==> src/logic/colmix_pkg.sv <==
// palette fixed at 512 x 12 bit, 3 layers; layer bank and enable encodings are fixed here
`default_nettype none

package colmix_pkg;

    localparam int PAL_AW      = 9;               // palette index width
    localparam int CPU_AW      = 10;              // cpu bus, bit 9 picks the half
    localparam int CPU_SEL_BIT = PAL_AW;          // 0: green/red byte, 1: blue nibble
    localparam int PRIO_AW     = 8;               // priority PROM depth 256
    localparam int COL_W       = 4;               // bits per gun
    localparam int CODE_W      = 7;               // layer color code
    localparam int BANK_W      = PAL_AW - CODE_W; // palette bank select

    // layer enable bit positions
    localparam int EN_CHAR = 0;
    localparam int EN_SCR  = 1;
    localparam int EN_OBJ  = 2;

    typedef logic [7:0]        cpu_byte_t;
    typedef logic [PAL_AW-1:0] pal_addr_t; // {bank, code}
    typedef logic [BANK_W-1:0] bank_t;

    localparam bank_t BANK_CHAR = 2'd0;
    localparam bank_t BANK_OBJ  = 2'd1;
    localparam bank_t BANK_SCR  = 2'd2;

    // g:r is the cpu byte (g upper nibble), b sits alone in the other half
    typedef struct packed {
        logic [COL_W-1:0] b;
        logic [COL_W-1:0] g;
        logic [COL_W-1:0] r;
    } color_t;

    // PROM result, both low codes pick char
    typedef enum logic [1:0] {
        LAYER_CHAR     = 2'd0,
        LAYER_CHAR_ALT = 2'd1,
        LAYER_OBJ      = 2'd2,
        LAYER_SCR      = 2'd3
    } layer_e;

    // PROM address, msb first
    typedef struct packed {
        logic       scr_hi;     // scroll bit 7
        logic       obj_hi;     // obj bit 7
        logic       obj_blank;
        logic       char_blank;
        logic [3:0] scr_lo;     // scroll bits 3..0
    } prio_sel_t;

endpackage

`default_nettype wire

==> src/logic/pal_lookup_if.sv <==
// lookup path only; color is undefined while the cpu owns the palette
`timescale 1ns/1ns
`default_nettype none

interface pal_lookup_if import colmix_pkg::*; ();

    pal_addr_t lookup_addr; // winning layer's palette index
    logic      lookup_step; // new index this clk
    color_t    color;       // palette read data
    logic      color_step;  // color valid for the index stepped a clk ago

    modport producer (
        output lookup_addr,
        output lookup_step
    );

    modport buffer (
        input  lookup_addr,
        input  lookup_step,
        output color,
        output color_step
    );

    modport consumer (
        input  color,
        input  color_step
    );

endinterface

`default_nettype wire

==> src/logic/color_output.sv <==
// BLANK_STAGES must equal the pixel stages ahead of this block; last color held over cpu access
`timescale 1ns/1ns
`default_nettype none

module color_output import colmix_pkg::*; #(
    parameter int BLANK_STAGES = 3
) (
    input  wire logic             clk,
    input  wire logic             rst_n,
    input  wire logic             pxl_cen,
    input  wire logic             vbl,
    input  wire logic             hbl,
    output      logic             lvbl_dly,
    output      logic             lhbl_dly,
    output      logic [COL_W-1:0] red,
    output      logic [COL_W-1:0] green,
    output      logic [COL_W-1:0] blue,
    pal_lookup_if.consumer        lk
);

    logic [BLANK_STAGES-1:0][1:0] blank_sh; // {lvbl, lhbl}, active low
    logic [1:0]                   blank_end;
    logic                         bl;
    logic                         fresh;    // color arrived since last tick
    color_t                       col_q;

    assign blank_end = blank_sh[BLANK_STAGES-1];
    assign bl        = ~&blank_end; // either blank low

    // blank delay line, starts in blanking
    always_ff @(posedge clk) begin
        if (!rst_n) begin
            blank_sh <= '0;
        end else if (pxl_cen) begin
            blank_sh[0] <= ~{vbl, hbl};
            for (int i = 1; i < BLANK_STAGES; i++) begin
                blank_sh[i] <= blank_sh[i-1];
            end
        end
    end

    always_ff @(posedge clk) begin
        if (!rst_n) begin
            fresh <= 1'b0;
        end else if (pxl_cen) begin
            fresh <= 1'b0;
        end else if (lk.color_step) begin
            fresh <= 1'b1;
        end
    end

    // tick aligned color capture, skipped when no lookup came back
    always_ff @(posedge clk) begin
        if (pxl_cen && (fresh || lk.color_step)) begin
            col_q <= lk.color;
        end
    end

    // output register, blanks and rgb leave together
    always_ff @(posedge clk) begin
        if (!rst_n) begin
            lvbl_dly <= 1'b0;
            lhbl_dly <= 1'b0;
            red      <= '0;
            green    <= '0;
            blue     <= '0;
        end else if (pxl_cen) begin
            lvbl_dly <= blank_end[1];
            lhbl_dly <= blank_end[0];
            red      <= bl ? '0 : col_q.r; // black in blanking
            green    <= bl ? '0 : col_q.g;
            blue     <= bl ? '0 : col_q.b;
        end
    end

endmodule

`default_nettype wire

==> src/flat_wrapper.sv <==
// flat-port wrapper written by rule: the top's interface ports become plain ports
module color_output_flat import colmix_pkg::*;
#(
    parameter int BLANK_STAGES = 3
)
  (clk, rst_n, pxl_cen, vbl, hbl, lvbl_dly, lhbl_dly, red, green, blue, lk_color, lk_color_step);
  pal_lookup_if lk_i ();
  input  wire logic clk;
  input  wire logic rst_n;
  input  wire logic pxl_cen;
  input  wire logic vbl;
  input  wire logic hbl;
  output      logic lvbl_dly;
  output      logic lhbl_dly;
  output      logic [COL_W-1:0] red;
  output      logic [COL_W-1:0] green;
  output      logic [COL_W-1:0] blue;
  input wire logic [$bits(lk_i.color)-1:0] lk_color;
  input wire logic [$bits(lk_i.color_step)-1:0] lk_color_step;
  assign lk_i.color = lk_color;
  assign lk_i.color_step = lk_color_step;
  color_output #(.BLANK_STAGES(BLANK_STAGES)) u_core (.clk(clk), .rst_n(rst_n), .pxl_cen(pxl_cen), .vbl(vbl), .hbl(hbl), .lvbl_dly(lvbl_dly), .lhbl_dly(lhbl_dly), .red(red), .green(green), .blue(blue), .lk(lk_i));
endmodule
==> config.mk <==
export PLATFORM = sky130hd
export DESIGN_NAME = color_output_flat
export DESIGN_NICKNAME = d
export VERILOG_FILES = /design/src/logic/colmix_pkg.sv /design/src/logic/pal_lookup_if.sv /design/src/logic/color_output.sv /design/src/flat_wrapper.sv
export SDC_FILE = /design/constraint.sdc
export NUM_CORES = 1
export LEC_CHECK = 0
export CAP_MARGIN = 5
export CORE_ASPECT_RATIO = 0.6
export CORE_MARGIN = 4
export CORE_UTILIZATION = 35
export CTS_BUF_LIST = sky130_fd_sc_hd__clkbuf_4
export DETAILED_ROUTE_END_ITERATION = 12
export DONT_BUFFER_PORTS = 1
export GPL_ROUTABILITY_DRIVEN = 0
export GPL_TIMING_DRIVEN = 0
export PLACE_DENSITY = 0.55
export SLEW_MARGIN = 20
export SYNTH_ARGS = -nofsm -noshare
export SYNTH_HDL_FRONTEND = slang
export SYNTH_SLANG_ARGS = --single-unit
==> constraint.sdc <==
create_clock -name clk -period 1.4 [get_ports clk]
set_clock_uncertainty 0.1 [all_clocks]
set_input_delay 0 -clock clk [delete_from_list [all_inputs] [get_ports clk]]
set_output_delay 0 -clock clk [all_outputs]
set_load 0.02 [all_outputs]
======== Word-level counts from Yosys, hierarchy flattened ========
Cells that the tools add are included.
cells by class
  mux-type cells .......................... 3
  $mul .................................... 0
  divide/modulo/power cells ............... 0
  shift operators ......................... 0
  equality and inequality tests ........... 0
  reductions and logical operators ........ 4
  order comparisons ....................... 0
  add/subtract/negate cells ............... 0
  bitwise gates (word level) .............. 2
operator list
  kind                 number
  $mux W4              3
  $not A2 Y2           1
  $reduce_and A2 Y1    1
  $reduce_or A2 Y1     1
  $logic_and A1 B1 Y1  1
  $logic_or A1 B1 Y1   1
  $not A1 Y1           1
word-level totals
  memories kept ........................... 0
  input bits .............................. 18
  bits in read-only memories .............. 0
  bits in writable memories ............... 0
  output and inout port bits .............. 14
  bits in registers ....................... 33
  latch bits .............................. 0
  logic and storage cells ................. 21

======== Longest topological paths before layout ========
  word-level depth ........................ 2
  depth in mapped cells ................... 4
  mapped depth without buffers ............ 2

======== Least setup slack after synthesis ========
OpenSTA, ideal clock, no wires.
  kind .................................... register to register
  from .................................... register u_core.fresh
  to ...................................... register u_core.col_q[0] (netlist name) (enable)
  path slack .............................. 0.009 ns
  library setup time ...................... 0.382 ns
  period minus slack after synthesis ...... 1.391 ns
  arrival ................................. 0.909 ns
  required time ........................... 0.918 ns
  buffers on the path ..................... 0
  stages on the path, launching flop included .. 3
  cell sequence ........................... dfxtp_1 nor2_1 nor2b_1
between the ends
  word-level cells in the longest chain between the ends .. 2
RTL lines
  element                   RTL line            RTL
  start: declaration        color_output.sv:24  logic fresh;
  start signal: assignment  color_output.sv:44  fresh <= 1'b0;
  start signal: assignment  color_output.sv:46  fresh <= 1'b0;
  start signal: assignment  color_output.sv:48  fresh <= 1'b1;
  $logic_or A1 B1 Y1        color_output.sv:54  if (pxl_cen && (fresh || lk.color_step)) begin
  $logic_and A1 B1 Y1       color_output.sv:54
  end signal: assignment    color_output.sv:55  col_q <= lk.color;
  end: declaration          color_output.sv:25  color_t col_q;
No other way between the ends.
A chain may end at the register's enable or synchronous reset.

==> flow_summary.json <==
{
  "status": "finished, final reports clean",
  "rows": 16,
  "dieWidth_um": 85.0,
  "synth.most_common_cell": "dfxtp_1",
  "fmax_mhz": 737,
  "crit_chain": "mux2i_1, dlygate4sd3_1, nor2b_1",
  "period_share_pct": 97.0,
  "r2r_start": "u_core.blank_end[0]",
  "grt.overflow.total": 0,
  "grt_max_degree": 13,
  "combPwrFrac_pct": 8.2,
  "clkLatencyLatePin_ps": 330,
  "firstDrtPassIters": 4,
  "ios": 32,
  "syn_area_per_cell_um2": 13.0,
  "place_hpwl_mm": 1.63,
  "yosysSeqAreaShare_pct": 62.7,
  "drt_iter0_markers": 51,
  "track_usage_pct": 12.1,
  "totalPowerFinal_mw": 1.66,
  "critical_path_class": "register to register",
  "tritoncts": "built",
  "hp-class": "input pin to register",
  "tightestPinTransition_ps": 596,
  "rrSetupSlack_ps": 40,
  "drive_gt1_share_pct": 11.8,
  "min_path_cells": 4,
  "setup_viol": 0,
  "antenna_left": 0,
  "synth_edf_count": 12,
  "cts_setup_buffers": 0,
  "hold_viol": 0,
  "cts_buffer_depth": 2,
  "clockPowerShare_pct": 29.4,
  "wl_per_cell_um": 14.5,
  "io_buffer_count": 0,
  "grt_pass1_wl_mm": 3.99,
  "via_count": 836,
  "viasPerCell": 4.86,
  "yosysTopAreaCell": "dfxtp_1",
  "syn_area_mm2": 0.00125,
  "critPathTopFamily": "buffers and inverters",
  "min_period_ps": 1360,
  "antenna_found_initial": 0,
  "core_area_mm2": 0.00334,
  "hold_slack_ps": 16.2,
  "synth_top_cells_by_count": "21 x dfxtp_1, 12 x edfxtp_1, 12 x nand4_1",
  "crit_required_ps": 1570,
  "yosys_warnings": 0,
  "synth_flop_cell": "dfxtp_1",
  "syn_nets": 114,
  "maxCapViolations": 0,
  "slew_violations": 0,
  "irDropWorstVdd_mv": 0.466,
  "numCtsBuffers": 5,
  "endpoint_kind": "register",
  "seqPwrFrac_pct": 62.4,
  "maxSlewHeadroom_pct": 60.1,
  "critPathMaxFanout": 5,
  "die_h_um": 54.2,
  "area_growth_pct": 27.2,
  "path_buf_inv": 1,
  "internal_power_mw": 1.29,
  "ys_ff_latch": 33,
  "sw_frac_of_total_pct": 22.4,
  "powerDensity_mw_per_mm2": 1050,
  "rsz0062_at_grt": "yes",
  "syn-instance-count": 96,
  "synth_top_area_share_pct": 33.7,
  "leakagePower_nw": 0.563,
  "reg2regPathDepth": 3,
  "cts_root_buf": "clkbuf_4",
  "clk_pin_slew_ps": 100,
  "nets": 144,
  "cp-start-kind": "register",
  "max_stage_delay_ps": 560,
  "dieArea_mm2": 0.00461,
  "crit_arrival_ps": 1520,
  "min_to": "u_core.red[0]",
  "synth_area_leaders": "dfxtp_1 34%, edfxtp_1 29%, a21boi_1 6.6%",
  "clock-sinks": 33,
  "diodes": 0,
  "htreeDepth": 2,
  "p_switching_mw": 0.371,
  "min_from": "pxl_cen",
  "grt_pass1_vias": 803,
  "floorplan.initialDensity_pct": 37.3,
  "ys_types": 17,
  "worst_path_max_delay_cell": "dlygate4sd3_1",
  "r2r-end": "u_core.blank_end[0]",
  "drc": 0,
  "synthArstFlopShare_pct": 0,
  "wl_mm": 2.49
}
==> metal layers <==
layer / share of wire, % / global-route usage, % / vias to the layer above
li1: - / - / 404
met1: 42 / 14.0 / 403
met2: 48 / 18.7 / 25
met3: 7.6 / 5.41 / 4
met4: 1.7 / 7.89 / 0
met5: 0 / 0 / -
==> flip-flops by register name, summed over array words and instances, names as in the netlist <==
| name | cells |
|---|---|
| u_core.blank_end | 2 |
| u_core.blank_sh | 4 |
| u_core.blue | 4 |
| u_core.col_q | 12 |
| u_core.fresh | 1 |
| u_core.green | 4 |
| u_core.lhbl_dly | 1 |
| u_core.lvbl_dly | 1 |
| u_core.red | 4 |
==> per-stage QoR <==
step | cell area [um2] | instances | TNS, ps | util [%] | worst slack (ps)
finish | 1590 | 172 | 0 | 47.4 | 42.2
floorplan | 1250 | 96 | 0 | - | 9.27
global route | 1590 | 172 | -50.6 | 47.4 | -9.98
CTS | 1590 | 172 | 0 | 47.4 | 57.8
global placement | 1300 | 141 | -2190 | 39.0 | -183
detailed placement | 1300 | 141 | -2670 | 39.0 | -224
==> worst min-delay path, delay by kind of cell <==
kind,cells,cell delay (ps)
buffers and inverters,2,250
AND/OR/NAND/NOR,1,100
AO/OA/AOI/OAI,1,50
==> power by group through the flow <==
stage / clock network (mW) / logic [mW] / registers [mW]
after floorplan: 0 / 0.0678 / 1.05
after global placement: 0 / 0.0794 / 1.06
after detailed placement: 0 / 0.0817 / 1.06
after CTS: 0.504 / 0.134 / 1.03
after global routing: 0.548 / 0.147 / 1.04
final: 0.487 / 0.135 / 1.03
==> cell usage in the layout (no fill, tap or decap), types with 2 or more instances in the layout <==
cell type	instances
dlygate4sd3_1	23
dfxtp_1	21
nand4_1	12
edfxtp_1	12
nand2b_1	11
a21boi_1	11
mux2i_1	6
nor2b_1	6
clkbuf_4	5
buf_6	3
buf_4	2
clkbuf_1	2
nand2_1	2
o211a_1	2
clkinv_1	2
==> worst max-delay path by stage <==
stage / end / from / slack [ps] / depth (start not counted)
3_5_place_dp: u_core.col_q[5] / u_core.fresh / -220 / 2
6_report: u_core.blank_end[0] / u_core.blank_end[0] / 40 / 3
5_1_grt: u_core.col_q[3] / u_core.fresh / -10 / 2
2_1_floorplan: u_core.col_q[0] / u_core.fresh / 9 / 2
3_3_place_gp: u_core.col_q[10] / u_core.fresh / -180 / 2
4_1_cts: u_core.col_q[5] / u_core.fresh / 60 / 2
==> cell families (layout without fill, tap and decap cells) <==
family	after synthesis	count (layout)	synth area share, %
and+or+nand+nor	35	35	17.7
DFF	33	33	62.7
AOI/OAI and AO/OA	14	14	9.14
buffers and inverters	8	39	5.72
muxes	6	6	4.82
==> final cells by class <==
| type | instances | area (um2) |
|---|---|---|
| multi-input combinational | 55 | 397 |
| tap | 45 | 56.3 |
| clock buffer | 5 | 37.5 |
| clock inverter | 3 | 12.5 |
| sequential | 33 | 781 |
| timing repair buffer | 23 | 230 |
| fill | 299 | 1760 |
| buffer | 8 | 71.3 |
==> timing repair <==
| item | CTS | global route |
|---|---|---|
| resized for setup | 1 | 0 |
| endpoints found under the setup margin | 12 | 11 |
| hold buffers | 23 | 0 |
| hold endpoints to repair | 33 | 0 |
Note: power is estimated with default switching activity, not from simulation.
