--- config.mk ---
export PLATFORM = sky130hd
export DESIGN_NAME = layer_priority_flat
export DESIGN_NICKNAME = d
export VERILOG_FILES = /design/src/logic/colmix_pkg.sv /design/src/logic/pal_lookup_if.sv /design/src/logic/sync_ram.sv /design/src/logic/layer_priority.sv /design/src/flat_wrapper.sv
export SDC_FILE = /design/constraint.sdc
export NUM_CORES = 1
export LEC_CHECK = 0
export BUFFER_PORTS_ARGS = -buffer_cell sky130_fd_sc_hd__buf_4
export CAP_MARGIN = 20
export CORE_AREA = 2 2 303 305
export DETAILED_ROUTE_END_ITERATION = 7
export DIE_AREA = 0 0 305 307
export GPL_ROUTABILITY_DRIVEN = 0
export SYNTH_ARGS = -nofsm -noshare
export SYNTH_HDL_FRONTEND = slang
export SYNTH_SLANG_ARGS = --single-unit
--- constraint.sdc ---
create_clock -name clk -period 4 [get_ports clk]
set_clock_uncertainty 0.05 [all_clocks]
set_input_delay 1.2 -clock clk [delete_from_list [all_inputs] [get_ports clk]]
set_output_delay 1.2 -clock clk [all_outputs]
set_load 0.005 [all_outputs]
--- src/logic/colmix_pkg.sv ---
// palette fixed at 512 x 12 bit, 3 layers; layer bank and enable encodings are fixed here
`default_nettype none

package colmix_pkg;

    localparam int PAL_AW      = 9;               // palette index width
    localparam int CPU_AW      = 10;              // cpu bus, bit 9 picks the half
    localparam int CPU_SEL_BIT = PAL_AW;          // 0: green/red byte, 1: blue nibble
    localparam int PRIO_AW     = 8;               // priority PROM depth 256
    localparam int COL_W       = 4;               // bits per gun
    localparam int CODE_W      = 7;               // layer color code
    localparam int BANK_W      = PAL_AW - CODE_W; // palette bank select

    // layer enable bit positions
    localparam int EN_CHAR = 0;
    localparam int EN_SCR  = 1;
    localparam int EN_OBJ  = 2;

    typedef logic [7:0]        cpu_byte_t;
    typedef logic [PAL_AW-1:0] pal_addr_t; // {bank, code}
    typedef logic [BANK_W-1:0] bank_t;

    localparam bank_t BANK_CHAR = 2'd0;
    localparam bank_t BANK_OBJ  = 2'd1;
    localparam bank_t BANK_SCR  = 2'd2;

    // g:r is the cpu byte (g upper nibble), b sits alone in the other half
    typedef struct packed {
        logic [COL_W-1:0] b;
        logic [COL_W-1:0] g;
        logic [COL_W-1:0] r;
    } color_t;

    // PROM result, both low codes pick char
    typedef enum logic [1:0] {
        LAYER_CHAR     = 2'd0,
        LAYER_CHAR_ALT = 2'd1,
        LAYER_OBJ      = 2'd2,
        LAYER_SCR      = 2'd3
    } layer_e;

    // PROM address, msb first
    typedef struct packed {
        logic       scr_hi;     // scroll bit 7
        logic       obj_hi;     // obj bit 7
        logic       obj_blank;
        logic       char_blank;
        logic [3:0] scr_lo;     // scroll bits 3..0
    } prio_sel_t;

endpackage

`default_nettype wire

--- src/logic/pal_lookup_if.sv ---
// lookup path only; color is undefined while the cpu owns the palette
`timescale 1ns/1ns
`default_nettype none

interface pal_lookup_if import colmix_pkg::*; ();

    pal_addr_t lookup_addr; // winning layer's palette index
    logic      lookup_step; // new index this clk
    color_t    color;       // palette read data
    logic      color_step;  // color valid for the index stepped a clk ago

    modport producer (
        output lookup_addr,
        output lookup_step
    );

    modport buffer (
        input  lookup_addr,
        input  lookup_step,
        output color,
        output color_step
    );

    modport consumer (
        input  color,
        input  color_step
    );

endinterface

`default_nettype wire

--- src/logic/sync_ram.sv ---
// single port, read-before-write, one clk read latency, contents undefined at power up
`timescale 1ns/1ns
`default_nettype none

module sync_ram #(
    parameter type word_t = logic [7:0], // payload
    parameter int  AW     = 8            // address width
) (
    input  wire logic          clk,
    input  wire logic          we,
    input  wire logic [AW-1:0] addr,
    input  wire word_t         wdata,
    output      word_t         rdata
);

    localparam int DEPTH = 2 ** AW;

    word_t mem [DEPTH]; // no reset on storage

    // read every clk, old data on a write
    always_ff @(posedge clk) begin
        if (we) begin
            mem[addr] <= wdata;
        end
        rdata <= mem[addr]; // registered read
    end

endmodule

`default_nettype wire

--- src/logic/layer_priority.sv ---
// pxl_cen at most one clk in two; pixel stream is undefined while prom_we is high
`timescale 1ns/1ns
`default_nettype none

module layer_priority import colmix_pkg::*; (
    input  wire logic                 clk,
    input  wire logic                 rst_n,
    input  wire logic                 pxl_cen,
    input  wire logic [CODE_W-1:0]    char_pxl,
    input  wire logic [7:0]           obj_pxl,
    input  wire logic [7:0]           scr_pxl,
    input  wire logic [2:0]           layer_en,  // char, scroll, obj
    input  wire logic [PRIO_AW-1:0]   prog_addr,
    input  wire logic [1:0]           prom_din,
    input  wire logic                 prom_we,
    pal_lookup_if.producer            lk
);

    logic               char_blank;
    logic               obj_blank;
    logic [7:0]         scr_gated;
    prio_sel_t          sel;
    prio_sel_t          sel_q;
    logic [CODE_W-1:0]  char_q;
    logic [CODE_W-1:0]  obj_q;
    logic [CODE_W-1:0]  scr_q;
    logic [PRIO_AW-1:0] prom_addr;
    layer_e             prio;

    // blank when disabled or transparent color
    assign char_blank = ~layer_en[EN_CHAR] | ~|char_pxl[3:0];
    assign obj_blank  = ~layer_en[EN_OBJ]  | ~|obj_pxl[3:0];
    assign scr_gated  = scr_pxl & {8{layer_en[EN_SCR]}}; // disabled scroll reads 0

    always_comb begin
        sel            = '0;
        sel.scr_hi     = scr_gated[7];
        sel.obj_hi     = obj_pxl[7];
        sel.obj_blank  = obj_blank;
        sel.char_blank = char_blank;
        sel.scr_lo     = scr_gated[3:0];
    end

    // stage 1, pixels and PROM address
    always_ff @(posedge clk) begin
        if (pxl_cen) begin
            sel_q  <= sel;
            char_q <= char_pxl;
            obj_q  <= obj_pxl[CODE_W-1:0];
            scr_q  <= scr_gated[CODE_W-1:0];
        end
    end

    // programming port wins over lookup
    assign prom_addr = prom_we ? prog_addr : PRIO_AW'(sel_q);

    sync_ram #(
        .word_t (layer_e),
        .AW     (PRIO_AW)
    ) u_prom (
        .clk    (clk),
        .we     (prom_we),
        .addr   (prom_addr),
        .wdata  (layer_e'(prom_din)),
        .rdata  (prio)           // valid a clk after sel_q, before next tick
    );

    // stage 2, palette index from the winner
    always_ff @(posedge clk) begin
        if (pxl_cen) begin
            case (prio)
                LAYER_OBJ:      lk.lookup_addr <= {BANK_OBJ, obj_q};
                LAYER_SCR:      lk.lookup_addr <= {BANK_SCR, scr_q};
                LAYER_CHAR,
                LAYER_CHAR_ALT: lk.lookup_addr <= {BANK_CHAR, char_q};
                default:        lk.lookup_addr <= {BANK_CHAR, char_q}; // unprogrammed PROM
            endcase
        end
    end

    // marks the clk right after a new index
    always_ff @(posedge clk) begin
        if (!rst_n) begin
            lk.lookup_step <= 1'b0;
        end else begin
            lk.lookup_step <= pxl_cen;
        end
    end

endmodule

`default_nettype wire

--- src/flat_wrapper.sv ---
// flat-port wrapper written by rule: the top's interface ports become plain ports
module layer_priority_flat import colmix_pkg::*;
  (clk, rst_n, pxl_cen, char_pxl, obj_pxl, scr_pxl, layer_en, prog_addr, prom_din, prom_we, lk_lookup_addr, lk_lookup_step);
  pal_lookup_if lk_i ();
  input  wire logic clk;
  input  wire logic rst_n;
  input  wire logic pxl_cen;
  input  wire logic [CODE_W-1:0] char_pxl;
  input  wire logic [7:0] obj_pxl;
  input  wire logic [7:0] scr_pxl;
  input  wire logic [2:0] layer_en;
  input  wire logic [PRIO_AW-1:0] prog_addr;
  input  wire logic [1:0] prom_din;
  input  wire logic prom_we;
  output wire logic [$bits(lk_i.lookup_addr)-1:0] lk_lookup_addr;
  output wire logic [$bits(lk_i.lookup_step)-1:0] lk_lookup_step;
  assign lk_lookup_addr = lk_i.lookup_addr;
  assign lk_lookup_step = lk_i.lookup_step;
  layer_priority u_core (.clk(clk), .rst_n(rst_n), .pxl_cen(pxl_cen), .char_pxl(char_pxl), .obj_pxl(obj_pxl), .scr_pxl(scr_pxl), .layer_en(layer_en), .prog_addr(prog_addr), .prom_din(prom_din), .prom_we(prom_we), .lk(lk_i));
endmodule
# ---- Word level (Yosys, flattened, before mapping)
# Memories as Yosys holds them, arrays and structs flattened. A register that Yosys moved wholly into a read port is not among the register bits.
# Index checks and enable logic that the tools add are counted.
dict set report totals {
  romBits 0
  word_cells 29
  latch_bits 0
  memories 1
  ff_bits 39
  in_bits 40
  ram_bits 512
}
dict set report classes {
  shifts 0
  bitwise 5
  n_eq_ne 3
  n_lt_le_gt_ge 0
  mul 0
  addsub 0
  reduce_logical 6
  div_mod_pow 0
  n_mux 4
}
# memory depth width rd rd_ports_with_merged_regs wr line
set memory_table {}
lappend memory_table {u_core.u_prom.mem 256 2 1 1 1 sync_ram.sv:18} ;# word_t mem [DEPTH];
# op n
set op_table {}
lappend op_table {{$pmux W9 S3} 1}
lappend op_table {{$and A8 B8 Y8} 1}
lappend op_table {{$mux W8} 1}
lappend op_table {{$reduce_or A4 Y1} 2}
lappend op_table {{$eq A2 B2 Y1 const B} 2}
lappend op_table {{$eq A2 B1 Y1 const B} 1}
lappend op_table {{$logic_not A1 Y1} 2}
lappend op_table {{$logic_not A2 Y1} 1}
lappend op_table {{$mux W1} 2}
lappend op_table {{$not A1 Y1} 2}
lappend op_table {{$or A1 B1 Y1} 2}
lappend op_table {{$reduce_or A2 Y1} 1}

# ---- Longest topological paths before layout
dict set report depth {
  word_depth 3
  ltp_mapped 12
  ltp_nobuf 7
}

# ---- Modules after synthesis
# Synthesis repeated with hierarchy kept, for this count alone.
dict set report hier_totals {
  cells_unflattened 1254
  hier_area_um2 22208.8
}
# mod area_each_um2 cells_per_inst seq_area_each_um2 n_inst
set modules_own_cells {}
lappend modules_own_cells {sync_ram 20796.2 1174 15414.8 1}
lappend modules_own_cells {layer_priority 1412.6 80 1041.0 1}

# ---- Worst setup path before layout
# No wires, ideal clock.
dict set report synth_timing {
  kind {in2reg}
  startpoint {input port prom_we}
  endpoint {memory u_core.u_prom.mem[234][0] (netlist bit) (enable)}
  setup_slack_ns 0.379
  arrival_time_ns 3.261
  setup_time_ns 0.309
  cell_stages 10
  required_time_ns 3.641
  path_cell_list {buf_2 > mux2_4 > buf_6 > buf_2 > buf_2 > buf_2 > nor2_1 > nand3_1 > clkbuf_1 > nor2_1}
}
dict set report synth_via {
  elab_chain_cells 2
}
# item line
set synth_rtl {}
lappend synth_rtl {{start, declared} flat_wrapper.sv:14} ;# input wire logic prom_we;
lappend synth_rtl {{$mux W1} sync_ram.sv:22} ;# if (we) begin
lappend synth_rtl {{$mux W1 (not written as such)} sync_ram.sv:23} ;# mem[addr] <= wdata;
lappend synth_rtl {{end, declared} sync_ram.sv:18}
# Several ways; a longest one is shown, not always the timed one.

# ---- Worst setup path in the final report
dict set report layout_timing {
  startpoint {input port prom_we}
  endpoint {register u_core.u_prom.rdata[0] (netlist bit), read port of u_core.u_prom.mem}
}
dict set report layout_via {
  elab_chain_cells 1
}
# item line
set layout_rtl {}
lappend layout_rtl {{$mux W8} layer_priority.sv:55} ;# assign prom_addr = prom_we ? prog_addr : PRIO_AW'(sel_q);
lappend layout_rtl {{end, declared} sync_ram.sv:13} ;# output word_t rdata
# No other way between the ends.
# A chain may end at the register's enable or synchronous reset.

==> results summary <==
The run finished with clean final reports. The quantity of I/O buffers inserted on ports is 49. The later-pin clock latency in the skew report is 610 ps. The leakage power summed over all cells came out at 8.17 nW. The total power of the final layout came out at 12.6 mW. The worst setup path is launched from an input pin. The post-synthesis register bit count came out at 549. The total I/O pin count came out at 50.

The buffers plus inverters on the worst setup path came out at 3. In the finished design, the share of the clock period the worst path needs comes to 0.840. The via count of the first global-routing pass came out at 13.3k. The internal portion of total power came out at 9.81 mW. The arithmetic-cell share of the synthesized area counting full adders, half adders and majority gates is 0.

The maximum resistive drop on vdd came out at 296 µV. The fraction of layout instances using a drive strength above 1 is 0.230. The kind of cell with the highest combined delay on the critical path is compound AO/OA/AOI/OAI gates. The post-synthesis cell type with the largest combined area is sky130_fd_sc_hd__edfxtp_1. In the routed layout, each cell is associated on average with a via count of 4.71. The number of optimization iterations in the first detailed-route pass came out at 8. For this run, the slowest stage of the critical path takes 970 ps. After clock tree synthesis, the flow added hold-fix buffers numbering 0. The number of cells after detailed placement came out at 2,618. The clock passes through at most 3 buffers. The H-tree was split into 2 levels. The half-perimeter wire length of the detailed placement result came out at 37,000 µm. The initial antenna violation count was 1.

The final setup violation count is 0. The upper clock frequency limit is 297 MHz. The final-layout setup total negative slack is 0 ps. The horizontal die dimension came out at 305 µm. The highest fanout seen on the critical path is 43. The DRC violation total after the first TritonRoute iteration came out at 1,243.

The count of antenna diodes in the layout came out at 0. The number of cells on the worst reg-to-reg path is 8. The post-CTS resize count is 0. The average routed wire per standard cell came out at 20.5 µm. The total grt overflow is 0. Of the total power, registers draw 0.511.

The compound-cell area share of the yosys netlist came to 0.0273. The number of nets with antenna violations after detailed routing came out at 0. The synthesized net count came out at 1,413.

The total die area is 0.0936 mm². The ratio of total power to cell area is 473 mW/mm². Relative to the synthesized area, the layout overhead comes to 19.3%.

The final cell area excluding filler cells came out at 0.0267 mm². The post-synthesis cell type count is 40. By count the netlist is led by 546 x sky130_fd_sc_hd__edfxtp_1, 277 x sky130_fd_sc_hd__nor2_1, 115 x sky130_fd_sc_hd__nand2_1. The max capacitance violation total came out at 0. The pre-CTS setup slack came out at 85.1 ps. The most used cell along the critical path is sky130_fd_sc_hd__buf_4.

The remaining max-slew budget at the tightest pin came out at 0.159. The slowest stage of the critical path is the sky130_fd_sc_hd__a22oi_1 cell. The most frequent cell after synthesis is sky130_fd_sc_hd__edfxtp_1.

The power dissipated by switching net loads is 2.82 mW. Of the total power, the clock network draws 0.408. For this configuration, the core starts out at a cell density of 0.247. The combinational family with the most area after synthesis is multiplexers. The number of hold violations in the final report is 0. In this run the cell area of the synthesized design comes to 0.0224 mm².

In this run the worst hold path is classified as reg -> reg. The critical path is of the in -> reg type. The sequential share of the synthesized area is 0.736. The clock transition at the register clock pins on the worst setup and hold paths after CTS is 60 ps.

From bottom edge to top edge, the die measures 307 µm. After floorplanning, the core was sized to cover 0.0907 mm². The global-route usage over all layers came out at 0.117. The worst hold slack is 542 ps. The data required time of the critical path is 4500 ps. Setup repair after global routing left no endpoint under its margin. The count of pins over their slew limit came out at 0.

The worst hold path depth is 2. The number of rows created at floorplan is 111. The net count of the finished layout is 1,531. The leading register cell type out of synthesis is sky130_fd_sc_hd__edfxtp_1. The average cell area after synthesis is 16.3 µm². The area share of the leading cell type in the synthesized netlist came out at 0.733. The async set-or-reset flop fraction in the synthesized netlist is 0. The post-synthesis instance total is 1,373. The number of warning messages in the yosys log came out at 0. The number of synthesized flops with an enable pin is 546.

The share of total power consumed by net switching came out at 0.223. The first global-routing pass estimated 83,100 µm of wire. The proportion of synthesized area in mux cells is 0.121.

Counting buffers and inverters, the worst setup path is 10 cells deep. The signal on the critical path passes through buf_4 -> buf_12 -> or3b_2 -> a22oi_1 -> a22o_1 -> nor2_1 -> o2111ai_1 -> a222oi_1 -> buf_4 -> nand4_1. The least setup slack across all paths after layout is 638 ps. The arrival time at the worst endpoint is 3860 ps.

The total wire length after detailed routing came out at 55,900 µm. Excluding fillers, the count of instances in the completed layout stands at 2,724. The pin count of the biggest net entering global routing is 105. Detailed routing inserted a total of 12.8k vias. The transition at the pin with the smallest max-transition slack came out at 1260 ps. TritonCTS built the clock tree.

The total setup buffers inserted after CTS is 0. Sorting the synthesized cells by area gives the leading types as sky130_fd_sc_hd__edfxtp_1 73%, sky130_fd_sc_hd__mux4_2 11%, sky130_fd_sc_hd__nor2_1 4.6%. Clock tree synthesis found a total of 549 sinks.

The final standard cell utilization of the core is 0.294. The number of buffers added by the clock tree synthesis step is 56. The area share of and/or/nand/nor cells after synthesis came out at 0.0987.

The xor-xnor portion of the synthesized cell area came out at 0. The post-place instance area came out at 0.0248 mm². In this run the clock root is driven by a sky130_fd_sc_hd__clkbuf_16. The final routed DRC violation total is 0.

Of the total power, combinational logic draws 0.082. The capturing element type of the critical path is a flip-flop. The minimum clock period came out at 3360 ps.

Fill cells in the final layout number 8,886.
## power by group through the flow
stage | registers (mW) | clock network [mW] | logic (mW)
global placement | 6.57 | 0 | 1.02
finish | 6.45 | 5.15 | 1.03
floorplan | 6.53 | 0 | 0.562
global route | 6.45 | 5.47 | 1.10
CTS | 6.45 | 5.26 | 1.03
detailed placement | 6.57 | 0 | 1.03
## path summary, 6_finish.rpt
kind              slack [ps]             start                        to
setup reg to reg         880   u_core.scr_q[2]    u_core.u_prom.rdata[0]
hold / removal           540  u_core.char_q[6]  u_core.lk.lookup_addr[6]
hold reg to reg          540  u_core.char_q[6]  u_core.lk.lookup_addr[6]
setup / recovery         640           prom_we    u_core.u_prom.rdata[0]
## state kept, by name, summed over array words and instances, names as in the netlist
name	count
u_core.u_prom.mem	512
u_core.lk.lookup_addr	9
u_core.char_q	7
u_core.obj_q	7
u_core.scr_q	7
u_core.sel_q	4
u_core.u_prom.rdata	2
u_core.lk.lookup_step	1
## kinds of logic (layout without fill, tap and decap cells)
group	after synthesis	in the layout
flip-flops	549	549
AND/OR/NAND/NOR	524	524
multiplexers	129	129
buffers and inverters	93	258
AO/OA/AOI/OAI	78	78
## per-layer routing
| metal | GRT usage | routed length, µm | up-vias |
|---|---|---|---|
| met5 | 0 | 11 | - |
| met4 | 0.0381 | 1570 | 2 |
| met3 | 0.0245 | 4290 | 97 |
| met2 | 0.198 | 27700 | 539 |
| met1 | 0.149 | 22400 | 6595 |
| li1 | - | - | 5602 |
## area by class of cell
type / count / area [µm²] / area share
Clock buffer: 67 / 1460 / 0.0548
Clock inverter: 38 / 353 / 0.0132
Tap cell: 1186 / 1480 / 0.0556
Multi-Input combinational cell: 731 / 5560 / 0.208
Sequential cell: 549 / 16500 / 0.617
Inverter: 4 / 15.0 / 0.000563
Timing Repair Buffer: 149 / 1360 / 0.0509
## placed cells by master (no fill, tap or decap), types with 6 or more instances in the layout
cell,Yosys,final
sky130_fd_sc_hd__a22o_1,6,6
sky130_fd_sc_hd__clkinvlp_4,0,8
sky130_fd_sc_hd__nand2_1,115,115
sky130_fd_sc_hd__mux2i_1,14,13
sky130_fd_sc_hd__buf_4,3,129
sky130_fd_sc_hd__clkbuf_16,0,57
sky130_fd_sc_hd__clkinv_1,0,12
sky130_fd_sc_hd__a32oi_1,18,18
sky130_fd_sc_hd__a22oi_1,13,13
sky130_fd_sc_hd__mux4_2,112,112
sky130_fd_sc_hd__bufinv_16,0,6
sky130_fd_sc_hd__nor2_1,277,277
sky130_fd_sc_hd__nand3_1,80,80
sky130_fd_sc_hd__edfxtp_1,546,546
sky130_fd_sc_hd__clkbuf_1,58,10
sky130_fd_sc_hd__a21oi_1,9,9
sky130_fd_sc_hd__and2_1,10,10
sky130_fd_sc_hd__nand4_1,26,26
sky130_fd_sc_hd__buf_12,0,17
sky130_fd_sc_hd__clkinv_2,0,10
## worst reg2reg max path, cell delays in order (launching register included)
cell and delay, ps:
sky130_fd_sc_hd__edfxtp_1 650, sky130_fd_sc_hd__or3b_2 530, sky130_fd_sc_hd__a22oi_1 970, sky130_fd_sc_hd__a22o_1 290, sky130_fd_sc_hd__nor2_1 100, sky130_fd_sc_hd__o2111ai_1 140, sky130_fd_sc_hd__a222oi_1 120, sky130_fd_sc_hd__buf_4 180
sky130_fd_sc_hd__nand4_1 50
Power figures use the tool's default switching activity.
